<file path="config.mk">
export PLATFORM = sky130hd
export DESIGN_NAME = spill_register
export DESIGN_NICKNAME = d
export VERILOG_FILES = /design/src/spill_register.sv
export SDC_FILE = /design/constraint.sdc
export NUM_CORES = 1
export LEC_CHECK = 0
export BUFFER_PORTS_ARGS = -buffer_cell sky130_fd_sc_hd__buf_2
export CAP_MARGIN = 40
export CORE_AREA = 5 5 42 44
export DETAILED_ROUTE_END_ITERATION = 16
export DIE_AREA = 0 0 47 49
export GPL_TIMING_DRIVEN = 0
export PLACE_DENSITY = 0.3
export SETUP_SLACK_MARGIN = 0.02
export SLEW_MARGIN = 40
export SYNTH_ARGS = -nofsm -noshare
export SYNTH_HDL_FRONTEND = slang
export SYNTH_SLANG_ARGS = --single-unit
</file>
<file path="constraint.sdc">
create_clock -name clk_i -period 1.1 [get_ports clk_i]
set_clock_uncertainty 0.05 [all_clocks]
set_input_delay 0.11 -clock clk_i [delete_from_list [all_inputs] [get_ports clk_i]]
set_output_delay 0.11 -clock clk_i [all_outputs]
set_load 0.03 [all_outputs]
</file>
<file path="src/spill_register.sv">
/* Two-slot valid/ready register slice that cuts the data, valid and ready paths.
   Output valid follows an input transfer by one cycle; full-rate streams pass unstalled. */
`timescale 1ns/10ps
`default_nettype none

module spill_register #(
  parameter type T = logic
) (
  input  wire  clk_i,
  input  wire  rst_n_i,
  input  wire  T data_i,
  input  wire  valid_i,
  output logic ready_o,
  output T     data_o,
  output logic valid_o,
  input  wire  ready_i
);

  T     a_data_q;
  T     b_data_q;
  logic a_full_q;
  logic b_full_q;
  logic a_fill;
  logic a_drain;
  logic b_fill;
  logic b_drain;

  // Slot a takes new input and leaves when b is empty
  assign a_fill  = valid_i && ready_o;
  assign a_drain = a_full_q && !b_full_q;

  // Slot b catches a's item when the output stalls
  assign b_fill  = a_drain && !ready_i;
  assign b_drain = b_full_q && ready_i;

  always_ff @(posedge clk_i) begin
    if (!rst_n_i) begin
      a_full_q <= 1'b0;
      b_full_q <= 1'b0;
    end else begin
      a_full_q <= a_fill || (a_full_q && !a_drain);
      b_full_q <= b_fill || (b_full_q && !b_drain);
    end
  end

  always_ff @(posedge clk_i) begin
    if (a_fill) begin
      a_data_q <= data_i;
    end
    if (b_fill) begin
      b_data_q <= a_data_q;
    end
  end

  // Older item sits in b whenever b is full
  assign ready_o = !a_full_q || !b_full_q;
  assign valid_o = a_full_q || b_full_q;
  assign data_o  = b_full_q ? b_data_q : a_data_q;

endmodule : spill_register

`default_nettype wire

</file>
[Yosys cells after proc, flatten, opt, wreduce, memory -nomap -nowiden]
Index checks and enable logic that the tools add are counted.
Operators by class
  muxes and demuxes: 1
  reductions and logical operators: 15
Operators by type and width (count)
  $logic_and A1 B1 Y1: 6
  $logic_not A1 Y1: 5
  $logic_or A1 B1 Y1: 4
  $mux W1: 1
Word-level totals
  flip-flop bits (word level): 4
  input port bits: 5
  output and inout bits: 3

[Depth between registers and ports, before layout]
  depth in word-level cells: 5
  depth in mapped cells: 2
  gate-level depth less buffers: 2

[Worst setup path after synthesis]
Ideal clock, no wire load.
  kind: reg-to-reg
  start point: register b_full_q
  end point: register a_data_q (enable)
  setup time: 0.242 ns
  arrival: 0.810 ns
  data required time: 0.808 ns
  setup slack: -0.002 ns
  stages on the path, launching flop included: 3
  period minus slack after synthesis: 1.102 ns
  cells stage by stage: dfxtp_1 > nand2_1 > and2_1
Between the ends
  word-level cells in the longest chain between the ends: 3
Ends and longest elaborated chain
  start, declared: RTL line 22  | logic b_full_q;
  start signal, assigned: RTL line 42  | b_full_q <= b_fill || (b_full_q && !b_drain);
  $logic_not A1 Y1: RTL line 56  | assign ready_o = !a_full_q || !b_full_q;
  $logic_or A1 B1 Y1: RTL line 56
  net ready_o: RTL line 13  | output logic ready_o,
  $logic_and A1 B1 Y1: RTL line 29  | assign a_fill = valid_i && ready_o;
  net a_fill: RTL line 23  | logic a_fill;
  end signal, assigned: RTL line 48  | a_data_q <= data_i;
  end, declared: RTL line 19  | T a_data_q;
The timed path passes the listed nets, and every way through them passes these cells.
A chain may end at the register's enable or synchronous reset.

[Worst setup path in the final report]
  start point: register a_data_q
  end point: output port data_o
Between the ends
  word-level cells in the longest chain between the ends: 1
Ends and longest elaborated chain
  $mux W1: RTL line 58  | assign data_o = b_full_q ? b_data_q : a_data_q;
  end, declared: RTL line 14  | output T data_o,
No other way between the ends.

==> results.rst <==
.. list-table::
   :header-rows: 1

   * - Metric
     - Value
   * - Run status
     - finished, violations left
   * - Violations in the final reports
     - setup timing
   * - Total DRC errors in the routed layout
     - 0
   * - Biggest fanout along the worst timing path
     - 2
   * - Total wire length
     - 388 um
   * - Max capacitance violation total
     - 0
   * - Longest Clk Path Bufs
     - 2
   * - Final weighted congestion in routability-driven placement
     - 0.622
   * - Share of layout cells above drive strength 1
     - 66.7%
   * - Row Count
     - 14
   * - Share of synthesized cell area in full adder, half adder and majority cells
     - 0%
   * - Yosys synthesis warning count
     - 0
   * - Main combinational cell family by area after synthesis
     - simple AND/OR/NAND/NOR gates
   * - Number of inserted diodes
     - 0
   * - Count of pins on the block boundary
     - 8
   * - Wire length of the first global-routing pass
     - 572 um
   * - Portion of the post-synthesis area used by sequential elements
     - 63.5%
   * - Signed area change from the synthesized netlist to the final layout
     - 94.4%
   * - Global-route congestion overflow total
     - 0
   * - Unique cell type count in the Yosys netlist
     - 10
   * - Antenna violations before repair
     - 0
   * - Post-synthesis mux area share
     - 7.14%
   * - Fin util
     - 21.9%
   * - Overall die area
     - 2300 sq um
   * - Core ar.
     - 1400 sq um
   * - Critical path class
     - reg2out
   * - Unrepaired setup endpoints after global routing
     - yes
   * - Syn avg cell area
     - 13.1 sq um
   * - Post-Synthesis Cells
     - 12
   * - Slew HR
     - 86.4%
   * - Combined area of all synthesized cells
     - 158 sq um
   * - Setup crit start kind
     - flop
   * - Detailed router's first-iteration violation count
     - 2
   * - Endpoints failing hold
     - 0
   * - Complex-gate fraction of the synthesized area
     - 3.17%
   * - Vias in the first global route
     - 147
   * - Max Slew Vio Count
     - 0
   * - Required time of the critical path
     - 0.94 ns
   * - Clock tree from TritonCTS
     - built
   * - Simple-Gate Fraction of Synth Area
     - 26.2%
   * - Worst hold slack across all endpoints
     - 0.0639 ns
   * - Leakage power
     - 0.000143 uW
   * - Final worst slack
     - -0.103 ns
   * - Number of flip-flops and latches in the synthesized netlist
     - 4
   * - Setup Slack @ Placement
     - 0.0133 ns
   * - Post-Synth XOR/XNOR Area
     - 0%
   * - Worst voltage drop across the vdd grid
     - 530 uV
   * - Total GRT Usage
     - 4.24%
   * - Post-route minimum period
     - 1.20 ns
   * - Clock buffer count from CTS
     - 3
   * - Arrival time of the worst setup path
     - 1.04 ns
   * - Slew of the pin with the lowest slew margin
     - 0.203 ns
   * - Pin count of the biggest net entering global routing
     - 5
   * - Final period utilization
     - 109%
   * - Total Neg Setup Slack
     - -0.136 ns
   * - Clk_lat worst skew
     - 0.24 ns
   * - Category of the worst setup path capture point
     - primary output
   * - CTS HTree Levels
     - 1
   * - ANT nets after route
     - 0
   * - DR vias
     - 148
   * - Max Clock Freq
     - 0.831 GHz
   * - Clock root cell
     - clkbuf_4
   * - Power per unit of standard cell area
     - 1420 nW/um^2
   * - Path type of the worst min-delay path
     - in2reg
   * - Layout net count
     - 33
   * - Initial core utilization
     - 11.2%
   * - Register clock-pin slew on the reported worst setup and hold paths
     - 0.04 ns
   * - Number of buffers inserted by port buffering
     - 7
   * - Count of TritonRoute iterations in the first routing pass
     - 3
   * - X dimension of the die
     - 47 um
   * - Number of nets produced by synthesis
     - 17
   * - Routed WL per cell
     - 9.02 um
   * - Chip height
     - 49 um
   * - Placed Instances
     - 35
   * - Final std cells w/o fill
     - 43
   * - Number of sinks on the clock net
     - 4
   * - Vias per inst
     - 3.44
   * - Total of endpoints with negative setup slack in the final report
     - 2
## registers in the layout (all words and copies together) (netlist names)
signal    count
b_data_q      1
a_full_q      1
b_full_q      1
a_data_q      1
## metal layers
layer / share of wire, % / up-vias / global-route usage, % / wire length, um
met5: 0 / - / 0 / 0
met4: 2.3 / 0 / 4.15 / 9
met3: 16 / 2 / 5.90 / 64
met2: 36 / 10 / 4.07 / 140
met1: 45 / 63 / 3.77 / 174
li1: - / 73 / - / -
## where the power goes
part           internal (uW)  switching, uW  leakage [uW]
combinational           36.2           26.0     0.0000916
clock                    136           65.6     0.0000150
sequential               164           5.98     0.0000364
## final timing paths
| kind | from | end | slack [ns] | cells past startpoint |
|---|---|---|---|---|
| setup / recovery | a_data_q | data_o | -0.10 | 2 |
| hold / removal | rst_n_i | a_full_q | 0.06 | 2 |
| setup reg to reg | b_full_q | a_data_q | 0.10 | 3 |
| hold reg to reg | a_full_q | a_full_q | 0.51 | 2 |
## placed cells by master, fill, tap and decap left out
cell,n
a21oi_1,1
nor3b_1,1
and2_1,1
buf_4,3
edfxtp_1,2
clkbuf_4,3
buf_6,3
dlygate4sd3_1,1
buf_2,4
mux2_4,1
nor2b_1,1
or2_4,1
nand2_4,1
and3b_1,1
dfxtp_2,1
clkbuf_1,1
dfxtp_4,1
## Yosys cell counts, drive strengths merged
cell type / count / area share [%]
dfxtp: 2 / 25
edfxtp: 2 / 38
a21oi: 1 / 3.2
and2: 1 / 4.0
and3b: 1 / 5.6
mux2: 1 / 7.1
nand2: 1 / 2.4
nor2b: 1 / 4.0
nor3b: 1 / 4.8
or2: 1 / 5.6
## critical path, stage by stage, from the launching register on
cell and delay (ns):
edfxtp_1 0.38, mux2_4 0.29, buf_6 0.14
## cell type report
| cell class | count | area [sq um] |
|---|---|---|
| clock buffer | 4 | 26.3 |
| fill | 162 | 1090 |
| multi-input combinational | 8 | 68.8 |
| sequential | 4 | 105 |
| tap | 16 | 20.0 |
| timing repair buffer | 11 | 86.3 |
## logic make-up (layout without fill, tap and decap cells)
| kind of cell | count (synthesis) | after routing |
|---|---|---|
| and+or+nand+nor | 6 | 6 |
| DFF | 4 | 4 |
| muxes | 1 | 1 |
| AOI/OAI and AO/OA | 1 | 1 |
| buffers and inverters | 0 | 15 |
## through the flow
| stage | total power [uW] | instance area [sq um] |
|---|---|---|
| 6_report | 434 | 307 |
| 2_1_floorplan | 198 | 160 |
| 3_5_place_dp | 214 | 215 |
| 5_1_grt | 463 | 307 |
| 3_3_place_gp | 213 | 215 |
| 4_1_cts | 438 | 294 |
## timing repair
action | CTS | global route
hold endpoints to repair | 1 | 0
pin swaps | 0 | 1
buffers inserted | 2 | 1
hold buffers | 1 | 0
resized for setup | 10 | 1
endpoints found under the setup margin | 2 | 3
(Power assumes the default switching activity.)
