[config.mk]
export PLATFORM = sky130hd
export DESIGN_NAME = dma_tile_demux
export DESIGN_NICKNAME = d
export VERILOG_FILES = /design/src/mempool_pkg.sv /design/src/tcdm_pkg.sv /design/src/dma_tile_demux.sv
export SDC_FILE = /design/constraint.sdc
export NUM_CORES = 1
export LEC_CHECK = 0
export BUFFER_PORTS_ARGS = -buffer_cell sky130_fd_sc_hd__buf_4
export CORE_AREA = 4 4 155 157
export CTS_CLUSTER_DIAMETER = 200
export DETAILED_ROUTE_END_ITERATION = 10
export DIE_AREA = 0 0 159 161
export PLACE_DENSITY = 0.43
export SLEW_MARGIN = 15
export SYNTH_ARGS = -nofsm -noshare
export SYNTH_HDL_FRONTEND = slang
export SYNTH_SLANG_ARGS = --single-unit
[constraint.sdc]
create_clock -name clk_i -period 3.1 [get_ports clk_i]
set_clock_uncertainty 0.2 [all_clocks]
set_input_delay 0.31 -clock clk_i [delete_from_list [all_inputs] [get_ports clk_i]]
set_output_delay 0.31 -clock clk_i [all_outputs]
set_load 0.03 [all_outputs]
[src/mempool_pkg.sv]
/* Geometry of the memory sub-group and the plain vector types shared by every block.
   Modules import it inside their body and use scoped names in their port lists. */
`default_nettype none

package mempool_pkg;

  localparam int unsigned NumTiles     = 4;
  localparam int unsigned BankDepth    = 64;
  localparam int unsigned DataWidth    = 32;
  localparam int unsigned ByteOffset   = 2;
  localparam int unsigned StrbWidth    = DataWidth / 8;
  localparam int unsigned TileBits     = $clog2(NumTiles);
  localparam int unsigned RowBits      = $clog2(BankDepth);
  // DMA byte address is row, then tile, then byte (interleaved tiles)
  localparam int unsigned DmaAddrWidth = RowBits + TileBits + ByteOffset;
  // Outstanding DMA responses tracked by the demux
  localparam int unsigned DmaRespDepth = 2;

  typedef logic [DataWidth-1:0]    data_t;
  typedef logic [StrbWidth-1:0]    strb_t;
  typedef logic [RowBits-1:0]      row_t;
  typedef logic [TileBits-1:0]     tile_idx_t;
  typedef logic [DmaAddrWidth-1:0] dma_addr_t;

endpackage : mempool_pkg

`default_nettype wire

[src/tcdm_pkg.sv]
/* Request and response payloads of the remote TCDM ports and of the DMA port.
   Valid and ready travel beside these structs, never inside them. */
`default_nettype none

package tcdm_pkg;

  import mempool_pkg::*;

  // Remote port and bank request
  typedef struct packed {
    data_t wdata;
    logic  wen;
    strb_t be;
    row_t  tgt_addr;
  } tcdm_req_t;

  typedef struct packed {
    data_t rdata;
  } tcdm_rsp_t;

  // DMA request carries a full byte address
  typedef struct packed {
    dma_addr_t addr;
    data_t     wdata;
    logic      write;
    strb_t     strb;
  } dma_req_t;

  typedef struct packed {
    data_t rdata;
  } dma_rsp_t;

endpackage : tcdm_pkg

`default_nettype wire
[src/dma_tile_demux.sv]
/* Steers DMA requests to one tile by the interleaved tile bits of the address.
   A small order FIFO returns responses in request order. */
`timescale 1ns/10ps
`default_nettype none

module dma_tile_demux #(
  parameter int unsigned RespDepth = 2
) (
  input  wire                clk_i,
  input  wire                rst_n_i,
  // DMA side
  input  wire tcdm_pkg::dma_req_t dma_req_i,
  input  wire                dma_req_valid_i,
  output logic               dma_req_ready_o,
  output tcdm_pkg::dma_rsp_t dma_rsp_o,
  output logic               dma_rsp_valid_o,
  input  wire                dma_rsp_ready_i,
  // Tile side
  output tcdm_pkg::tcdm_req_t [mempool_pkg::NumTiles-1:0] tile_req_o,
  output logic [mempool_pkg::NumTiles-1:0]                tile_req_valid_o,
  input  wire  [mempool_pkg::NumTiles-1:0]                tile_req_ready_i,
  input  wire tcdm_pkg::tcdm_rsp_t [mempool_pkg::NumTiles-1:0] tile_rsp_i,
  input  wire  [mempool_pkg::NumTiles-1:0]                tile_rsp_valid_i,
  output logic [mempool_pkg::NumTiles-1:0]                tile_rsp_ready_o
);

  import mempool_pkg::*;

  localparam int unsigned PtrWidth = (RespDepth > 1) ? $clog2(RespDepth) : 1;
  localparam int unsigned CntWidth = $clog2(RespDepth + 1);

  tile_idx_t             order_q [RespDepth];
  logic [PtrWidth-1:0]   wr_ptr_q;
  logic [PtrWidth-1:0]   rd_ptr_q;
  logic [CntWidth-1:0]   cnt_q;
  tile_idx_t             sel;
  tile_idx_t             head;
  row_t                  row;
  logic                  full;
  logic                  empty;
  logic                  push;
  logic                  pop;

  assign sel   = dma_req_i.addr[ByteOffset +: TileBits];
  assign row   = dma_req_i.addr[ByteOffset + TileBits +: RowBits];
  assign head  = order_q[rd_ptr_q];
  assign full  = (cnt_q == CntWidth'(RespDepth));
  assign empty = (cnt_q == '0);

  for (genvar t = 0; t < NumTiles; t++) begin : gen_tile_ports
    // Payload goes to every tile and valid only to the addressed one
    assign tile_req_o[t].wdata    = dma_req_i.wdata;
    assign tile_req_o[t].wen      = dma_req_i.write;
    assign tile_req_o[t].be       = dma_req_i.strb;
    assign tile_req_o[t].tgt_addr = row;
    assign tile_req_valid_o[t]    = dma_req_valid_i && !full && (sel == tile_idx_t'(t));
    assign tile_rsp_ready_o[t]    = dma_rsp_ready_i && !empty && (head == tile_idx_t'(t));
  end : gen_tile_ports

  assign dma_req_ready_o = !full && tile_req_ready_i[sel];
  assign push            = dma_req_valid_i && dma_req_ready_o;

  assign dma_rsp_o.rdata = tile_rsp_i[head].rdata;
  assign dma_rsp_valid_o = !empty && tile_rsp_valid_i[head];
  assign pop             = dma_rsp_valid_o && dma_rsp_ready_i;

  always_ff @(posedge clk_i) begin
    if (!rst_n_i) begin
      wr_ptr_q <= '0;
      rd_ptr_q <= '0;
      cnt_q    <= '0;
    end else begin
      if (push) begin
        wr_ptr_q <= (wr_ptr_q == PtrWidth'(RespDepth - 1)) ? '0 : wr_ptr_q + 1'b1;
      end
      if (pop) begin
        rd_ptr_q <= (rd_ptr_q == PtrWidth'(RespDepth - 1)) ? '0 : rd_ptr_q + 1'b1;
      end
      if (push && !pop) begin
        cnt_q <= cnt_q + 1'b1;
      end else if (pop && !push) begin
        cnt_q <= cnt_q - 1'b1;
      end
    end
  end

  always_ff @(posedge clk_i) begin
    if (push) begin
      order_q[wr_ptr_q] <= sel;
    end
  end

endmodule : dma_tile_demux

`default_nettype wire

# ---- After elaboration in Yosys (flattened, before gate mapping)
# Memories as Yosys holds them, arrays and structs flattened. A register that Yosys moved wholly into a read port is not among the register bits.
# Cells that the tools add are included.
dict set report totals {
  register_bits 4
  latchBits 0
  mem_bits_rw 4
  mem_bits_ro 0
  inputBits 187
  out_inout_bits 214
  wordCells 55
  n_memories 1
}
# name depth width read_ports rd_clocked_by_memory_dff wr line
set memory_table {}
lappend memory_table {order_q 2 2 1 1 1 dma_tile_demux.sv:32} ;# tile_idx_t order_q [RespDepth];
dict set report op_classes {
  addsub 4
  mul 0
  n_div 0
  n_lt_le_gt_ge 2
  n_eq_ne 7
  shift 0
  mux 14
  n_bitwise 0
  reduce_logical 24
}
# op n
set op_table {}
lappend op_table {{32-bit binary-select mux with 2-bit select} 1}
lappend op_table {{32-bit 2-to-1 mux} 1}
lappend op_table {{1-bit logical AND} 16}
lappend op_table {{2-bit equality test (second input constant)} 5}
lappend op_table {{1-bit 2-to-1 mux} 8}
lappend op_table {{2-bit logical NOT} 3}
lappend op_table {{2-bit by 3-bit less-than comparator with 1-bit output (second input constant)} 2}
lappend op_table {{1-bit binary-select mux with 2-bit select} 2}
lappend op_table {{2-bit by 1-bit equality test with 1-bit output (second input constant)} 2}
lappend op_table {{1-bit logical NOT} 4}
lappend op_table {{2-bit 2-to-1 mux} 2}
lappend op_table {{1-bit adder (second input constant)} 2}
lappend op_table {{2-bit by 1-bit adder with 2-bit output (second input constant)} 1}
lappend op_table {{2-bit nonzero test} 1}
lappend op_table {{2-bit by 1-bit subtractor with 2-bit output (second input constant)} 1}

# ---- Logic depth before layout (Yosys ltp)
# Gate-level depths: netlist (run 1).
dict set report depth {
  depth_word 8
  depth_mapped 8
  depth_no_buf 8
}

# ---- Least setup slack after synthesis (run 1)
# Ideal clock, no wire load.
dict set report synth_timing {
  kind {reg-to-reg}
  from {reg with a tool-made name}
  to {reg cnt_q[1]}
  setup_time_ps 76
  t_arrival_ps 2069
  required_time_ps 2824
  path_slack_ps 756
  stages_incl_launch_ff 8
  n_path_buf 0
  period_less_slack_ps 2344
  cell_sequence {dfxtp_1 mux2_2 mux2i_1 o22ai_2 inv_1 ha_1 or3_1 a21boi_0}
}
# element line
set synth_rtl {}
lappend synth_rtl {{to (signal assigned)} dma_tile_demux.sv:80} ;# cnt_q <= cnt_q + 1'b1;
lappend synth_rtl {{to (signal assigned)} dma_tile_demux.sv:82} ;# cnt_q <= cnt_q - 1'b1;
lappend synth_rtl {{to (decl)} dma_tile_demux.sv:35} ;# logic [CntWidth-1:0] cnt_q;

==> results.py, run 1 <==
metrics = {
    "status": {
        "outcome": "completed",
    },
    "routing": {
        "drtPass1Iterations": 4,
        "wl_per_cell_microns": 14.2,
        "drc": 0,
        "vias": 1720,
        "ant_nets": 0,
        "drt-total-wl_microns": 7940,
        "drt-initial-drc-count": 58,
        "routed_via_density": 3.08,
    },
    "clock_network": {
        "root_buffer": "clkbuf_16",
        "post_cts_buffers": 0,
        "cts_resized": 0,
        "clock_latency_ps": 230,
        "cts_tree": "built",
        "hold_buffers": 0,
        "clk_pin_slew_ps": 40,
        "clock-sinks": 9,
        "htree_levels": 1,
        "cts_made_buffers": 3,
        "clk_path_buf_depth": 2,
    },
    "min_path": {
        "min_from": "dma_req_i[40]",
        "hp-class": "in -> reg",
    },
    "yosys": {
        "yosys_most_used_dff": "dfxtp_1",
        "synthMuxAreaShare_pct": 32.7,
        "yosysTopAreaCell": "buf_4",
        "ys_warn_count": 0,
        "yosysMostFrequentCell": "buf_4",
        "synth-seq-cells": 9,
        "avgSynthCellArea_sq_um": 9.96,
        "synth_compound_area_share_pct": 1.82,
        "syn_inst": 262,
        "synth-adder-area-share_pct": 0.480,
        "synth_xor_xnor_area_share_pct": 0.671,
        "synth.top_cell.area_share_pct": 49.5,
        "synth_cell_types": 26,
        "netlist_top_cells_count": "buf_4 (172), mux4_2 (30), nor2_1 (7)",
        "synth.cell_area_sq_um": 2610,
        "synthArstFlopShare_pct": 0,
        "synthTopCellsByArea": "buf_4 (49%), mux4_2 (26%), edfxtp_1 (4.6%)",
        "synth-edff-count": 4,
        "synth.yosys.seq_area_share_pct": 8.44,
        "synth_top_family_by_area": "buffers and inverters",
        "synth-simple-area-share_pct": 4.12,
        "syn_nets": 450,
    },
    "finish": {
        "regArea_sq_um": 220,
        "fin_util_pct": 13.8,
        "fill_cells": 2502,
        "syn_to_final_growth_pct": 19.4,
        "nets": 462,
        "multi_input_area_sq_um": 1050,
        "drive_gt1_share_pct": 81.3,
        "antenna-diode-count": 0,
    },
    "die": {
        "rows": 55,
        "ioPinCount": 401,
        "die_y_microns": 161,
        "core-area_sq_um": 22500,
        "start_util_pct": 11.6,
        "dieArea_sq_um": 25600,
        "dieWidth_microns": 159,
    },
    "placed_design": {
        "port_buffers": 183,
        "dp_hpwl_microns": 7060,
        "gp_congestion": 0.786,
    },
    "sta": {
        "setup-violations-final": 0,
        "worst_pin_slew_ps": 447,
        "fin_setup_tns_ps": 0,
        "slew_headroom_pct": 70.2,
        "layout_worst_path_cycle_share_pct": 83.5,
        "fmax_mhz": 386,
        "slew_viol_final": 0,
        "hold_violations": 0,
        "min_period_ps": 2590,
        "rsz0062_at_grt": "false",
    },
    "job": {
        "cap_violations": 0,
    },
    "global_route": {
        "grt_max_degree": 34,
        "grt_first_pass_wirelength_microns": 11600,
        "grt_overflow": 0,
        "grt_pass1_vias": 1950,
        "grtUsageTotal_pct": 5.68,
        "grt_antenna_before_repair": 0,
    },
    "critical_path": {
        "cp.arrival_ps": 2080,
        "critical_path_class": "reg -> out",
        "cp_max_fo": 33,
        "end_kind": "primary output",
        "worstPathRequired_ps": 2590,
        "cp-start-kind": "register",
    },
    "power_and_ir_drop": {
        "peakVddDrop_mv": 0.159,
        "power_density_nw_per_um2": 413,
        "p_leak_nw": 1.36,
    },
}
[path summary, 6_finish.rpt]
path                         to  slack (ps)  depth (start not counted)
setup / recovery   dma_rsp_o[3]         510                          4
hold / removal    order_q[1][1]         130                          1
setup reg to reg       cnt_q[1]         560                          7
hold reg to reg        register         280                          2
[area by class of cell]
| type | count | area share [%] |
|---|---|---|
| sequential | 9 | 7.07 |
| tap | 285 | 11.5 |
| timing repair buffer | 185 | 45.0 |
| multi-input combinational | 72 | 33.6 |
| clock buffer | 4 | 2.53 |
| inverter | 3 | 0.362 |
[cell families after synthesis]
group | count (synthesis)
adder cells (fa/ha/maj) | 1
AO/OA/AOI/OAI | 6
buffers and inverters | 181
AND/OR/NAND/NOR | 22
multiplexers | 41
flip-flops | 9
XOR/XNOR | 2
[per-layer routing]
layer | vias up | track usage (%) | share of wire [%]
li1 | 756 | - | -
met1 | 811 | 5.11 | 31
met2 | 148 | 11.0 | 54
met3 | 5 | 3.29 | 14
met4 | 0 | 1.26 | 0.74
met5 | - | 0 | 0
[report_power, final]
part | switching, mW | internal (mW)
combinational | 0.448 | 0.451
clock | 0.0508 | 0.171
sequential | 0.0220 | 0.144
[stage by stage]
step                      setup WS [ps]  hold WS (ps)  power, mW  cell area (sq um)  cells
after CTS                           485           139       1.31               3110    558
after detailed placement            536           274       1.08               3040    554
final                               511           127       1.29               3110    558
after floorplan                     756           209       1.13               2610    262
after global placement              586           267       1.07               3040    554
after global routing                388           137       1.35               3110    558
[worst max-delay path: stages, from the launching register on]
cell     delay (ps)
dfxtp_1         470
mux2i_4         300
buf_12          260
mux4_1          590
buf_4           180
[placed cells by master, fill, tap and decap left out, drive strengths merged, types with 2 or more instances in the layout]
master and instances:
nor2 7, dfxtp 5, o21a 3, nand2 3, inv 3, and2 4, mux4 33, nand3 2
edfxtp 4, nor3 2, mux2i 7, clkbuf 4, nand2b 3, buf 185
Power figures use the tool's default switching activity.
==> inputs of run 2 (changes only) <==
clock period = 2.7 ns   (was 3.1 ns; I/O delays follow)
==> results.py, run 2 (same netlist as run 1, synthesis figures left out) <==
metrics = {
    "status": {
        "outcome": "completed",
    },
    "routing": {
        "route.met2.wl_microns": 4220,
        "ant_nets": 0,
        "wl_per_cell_microns": 14.0,
        "drtPass1Iterations": 4,
        "routed_via_density": 3.03,
        "vias": 1691,
        "drt-initial-drc-count": 68,
        "route.top_layer_used": "met4",
        "drt-met1-wl_microns": 2510,
        "drt-total-wl_microns": 7850,
        "drc": 0,
        "wl_met3_microns": 1060,
    },
    "critical_path": {
        "end_kind": "primary output",
        "r2r-start": "order_q[1][0]",
        "critical_path_class": "reg -> out",
        "worstPathRequired_ps": 2230,
        "cp_max_fo": 33,
        "cp-start-kind": "register",
        "cp.arrival_ps": 2050,
    },
    "clock_network": {
        "clock-sinks": 9,
        "hold_buffers": 0,
        "root_buffer": "clkbuf_16",
        "cts_tree": "built",
        "clk_pin_slew_ps": 40,
        "htree_levels": 1,
        "post_cts_buffers": 0,
        "clk_path_buf_depth": 2,
        "cts_resized": 0,
        "cts_made_buffers": 3,
        "clock_latency_ps": 230,
    },
    "sta": {
        "slew_headroom_pct": 84.3,
        "slew_viol_final": 0,
        "min_period_ps": 2520,
        "layout_worst_path_cycle_share_pct": 93.3,
        "hold_ws_ps": 86.1,
        "rsz0062_at_grt": "false",
        "setup-violations-final": 0,
        "hold_violations": 0,
        "worst_pin_slew_ps": 229,
        "fmax_mhz": 397,
        "fin_setup_tns_ps": 0,
    },
    "die": {
        "rows": 55,
        "die_y_microns": 161,
        "dieWidth_microns": 159,
        "start_util_pct": 11.6,
        "ioPinCount": 401,
        "dieArea_sq_um": 25600,
        "core-area_sq_um": 22500,
    },
    "global_route": {
        "grtUsageTotal_pct": 5.53,
        "grt_antenna_before_repair": 0,
        "grt_max_degree": 34,
        "grt_overflow": 0,
        "grt_first_pass_wirelength_microns": 11300,
        "grt_pass1_vias": 1878,
    },
    "placed_design": {
        "placed_area_sq_um": 3060,
        "gp_congestion": 0.787,
        "port_buffers": 183,
        "dp_hpwl_microns": 6940,
    },
    "finish": {
        "syn_to_final_growth_pct": 20.1,
        "drive_gt1_share_pct": 81.4,
        "nets": 463,
        "final_common_cell": "buf_4",
        "fin_util_pct": 13.9,
        "layout_common_cells": "buf_4 (184), mux4_2 (30), nor2_1 (7)",
        "antenna-diode-count": 0,
        "final_area_sq_um": 3130,
    },
    "min_path": {
        "hp-class": "in -> reg",
        "min_from": "dma_req_i[40]",
    },
    "power_and_ir_drop": {
        "peakVddDrop_mv": 0.230,
        "power_density_nw_per_um2": 475,
        "p_leak_nw": 1.37,
    },
    "job": {
        "cap_violations": 0,
    },
}
[run 2: cell types whose count changed in the layout (fill, tap and decap cells not counted), sizes merged]
cell / before / now
buf: 185 / 186
[run 2: critical path, cell delays in order, from the launching register on]
cell     delay (ps)
dfxtp_1         330
buf_4           150
mux2i_4         240
buf_12          260
mux4_1          600
buf_4           190
[run 2: layout make-up]
cell class / instances / area (sq um)
fillers: 2498 / 19400
repair buffers: 186 / 1420
multi-input cells: 72 / 1050
well taps: 285 / 357
flip-flops and latches: 9 / 220
clock buffers: 4 / 78.8
inverters: 3 / 11.3
[run 2: power breakdown]
| group | total [mW] | switching, mW | internal [mW] |
|---|---|---|---|
| clock | 0.256 | 0.0591 | 0.197 |
| sequential | 0.186 | 0.0207 | 0.165 |
| combinational | 1.05 | 0.520 | 0.527 |
| total | 1.49 | 0.600 | 0.889 |
[run 2: worst paths after layout]
kind | to | slack [ps] | cells after the start
worst min-delay path | order_q[0][1] | 90 | 1
worst max-delay path | dma_rsp_o[9] | 180 | 5
worst min register to register | rd_ptr_q | 280 | 2
worst max register to register | cnt_q[1] | 270 | 7
[run 2: metal layers]
layer	vias up	GRT usage (%)
li1	757	-
met1	775	5.09
met2	154	10.7
met3	5	3.09
met4	0	1.10
met5	-	0
[run 2: stage by stage]
step	worst slack, ps	cells	power, mW
6_report	180	559	1.49
5_1_grt	99.9	559	1.57
3_3_place_gp	317	555	1.24
2_1_floorplan	356	262	1.30
3_5_place_dp	261	555	1.25
4_1_cts	160	559	1.51
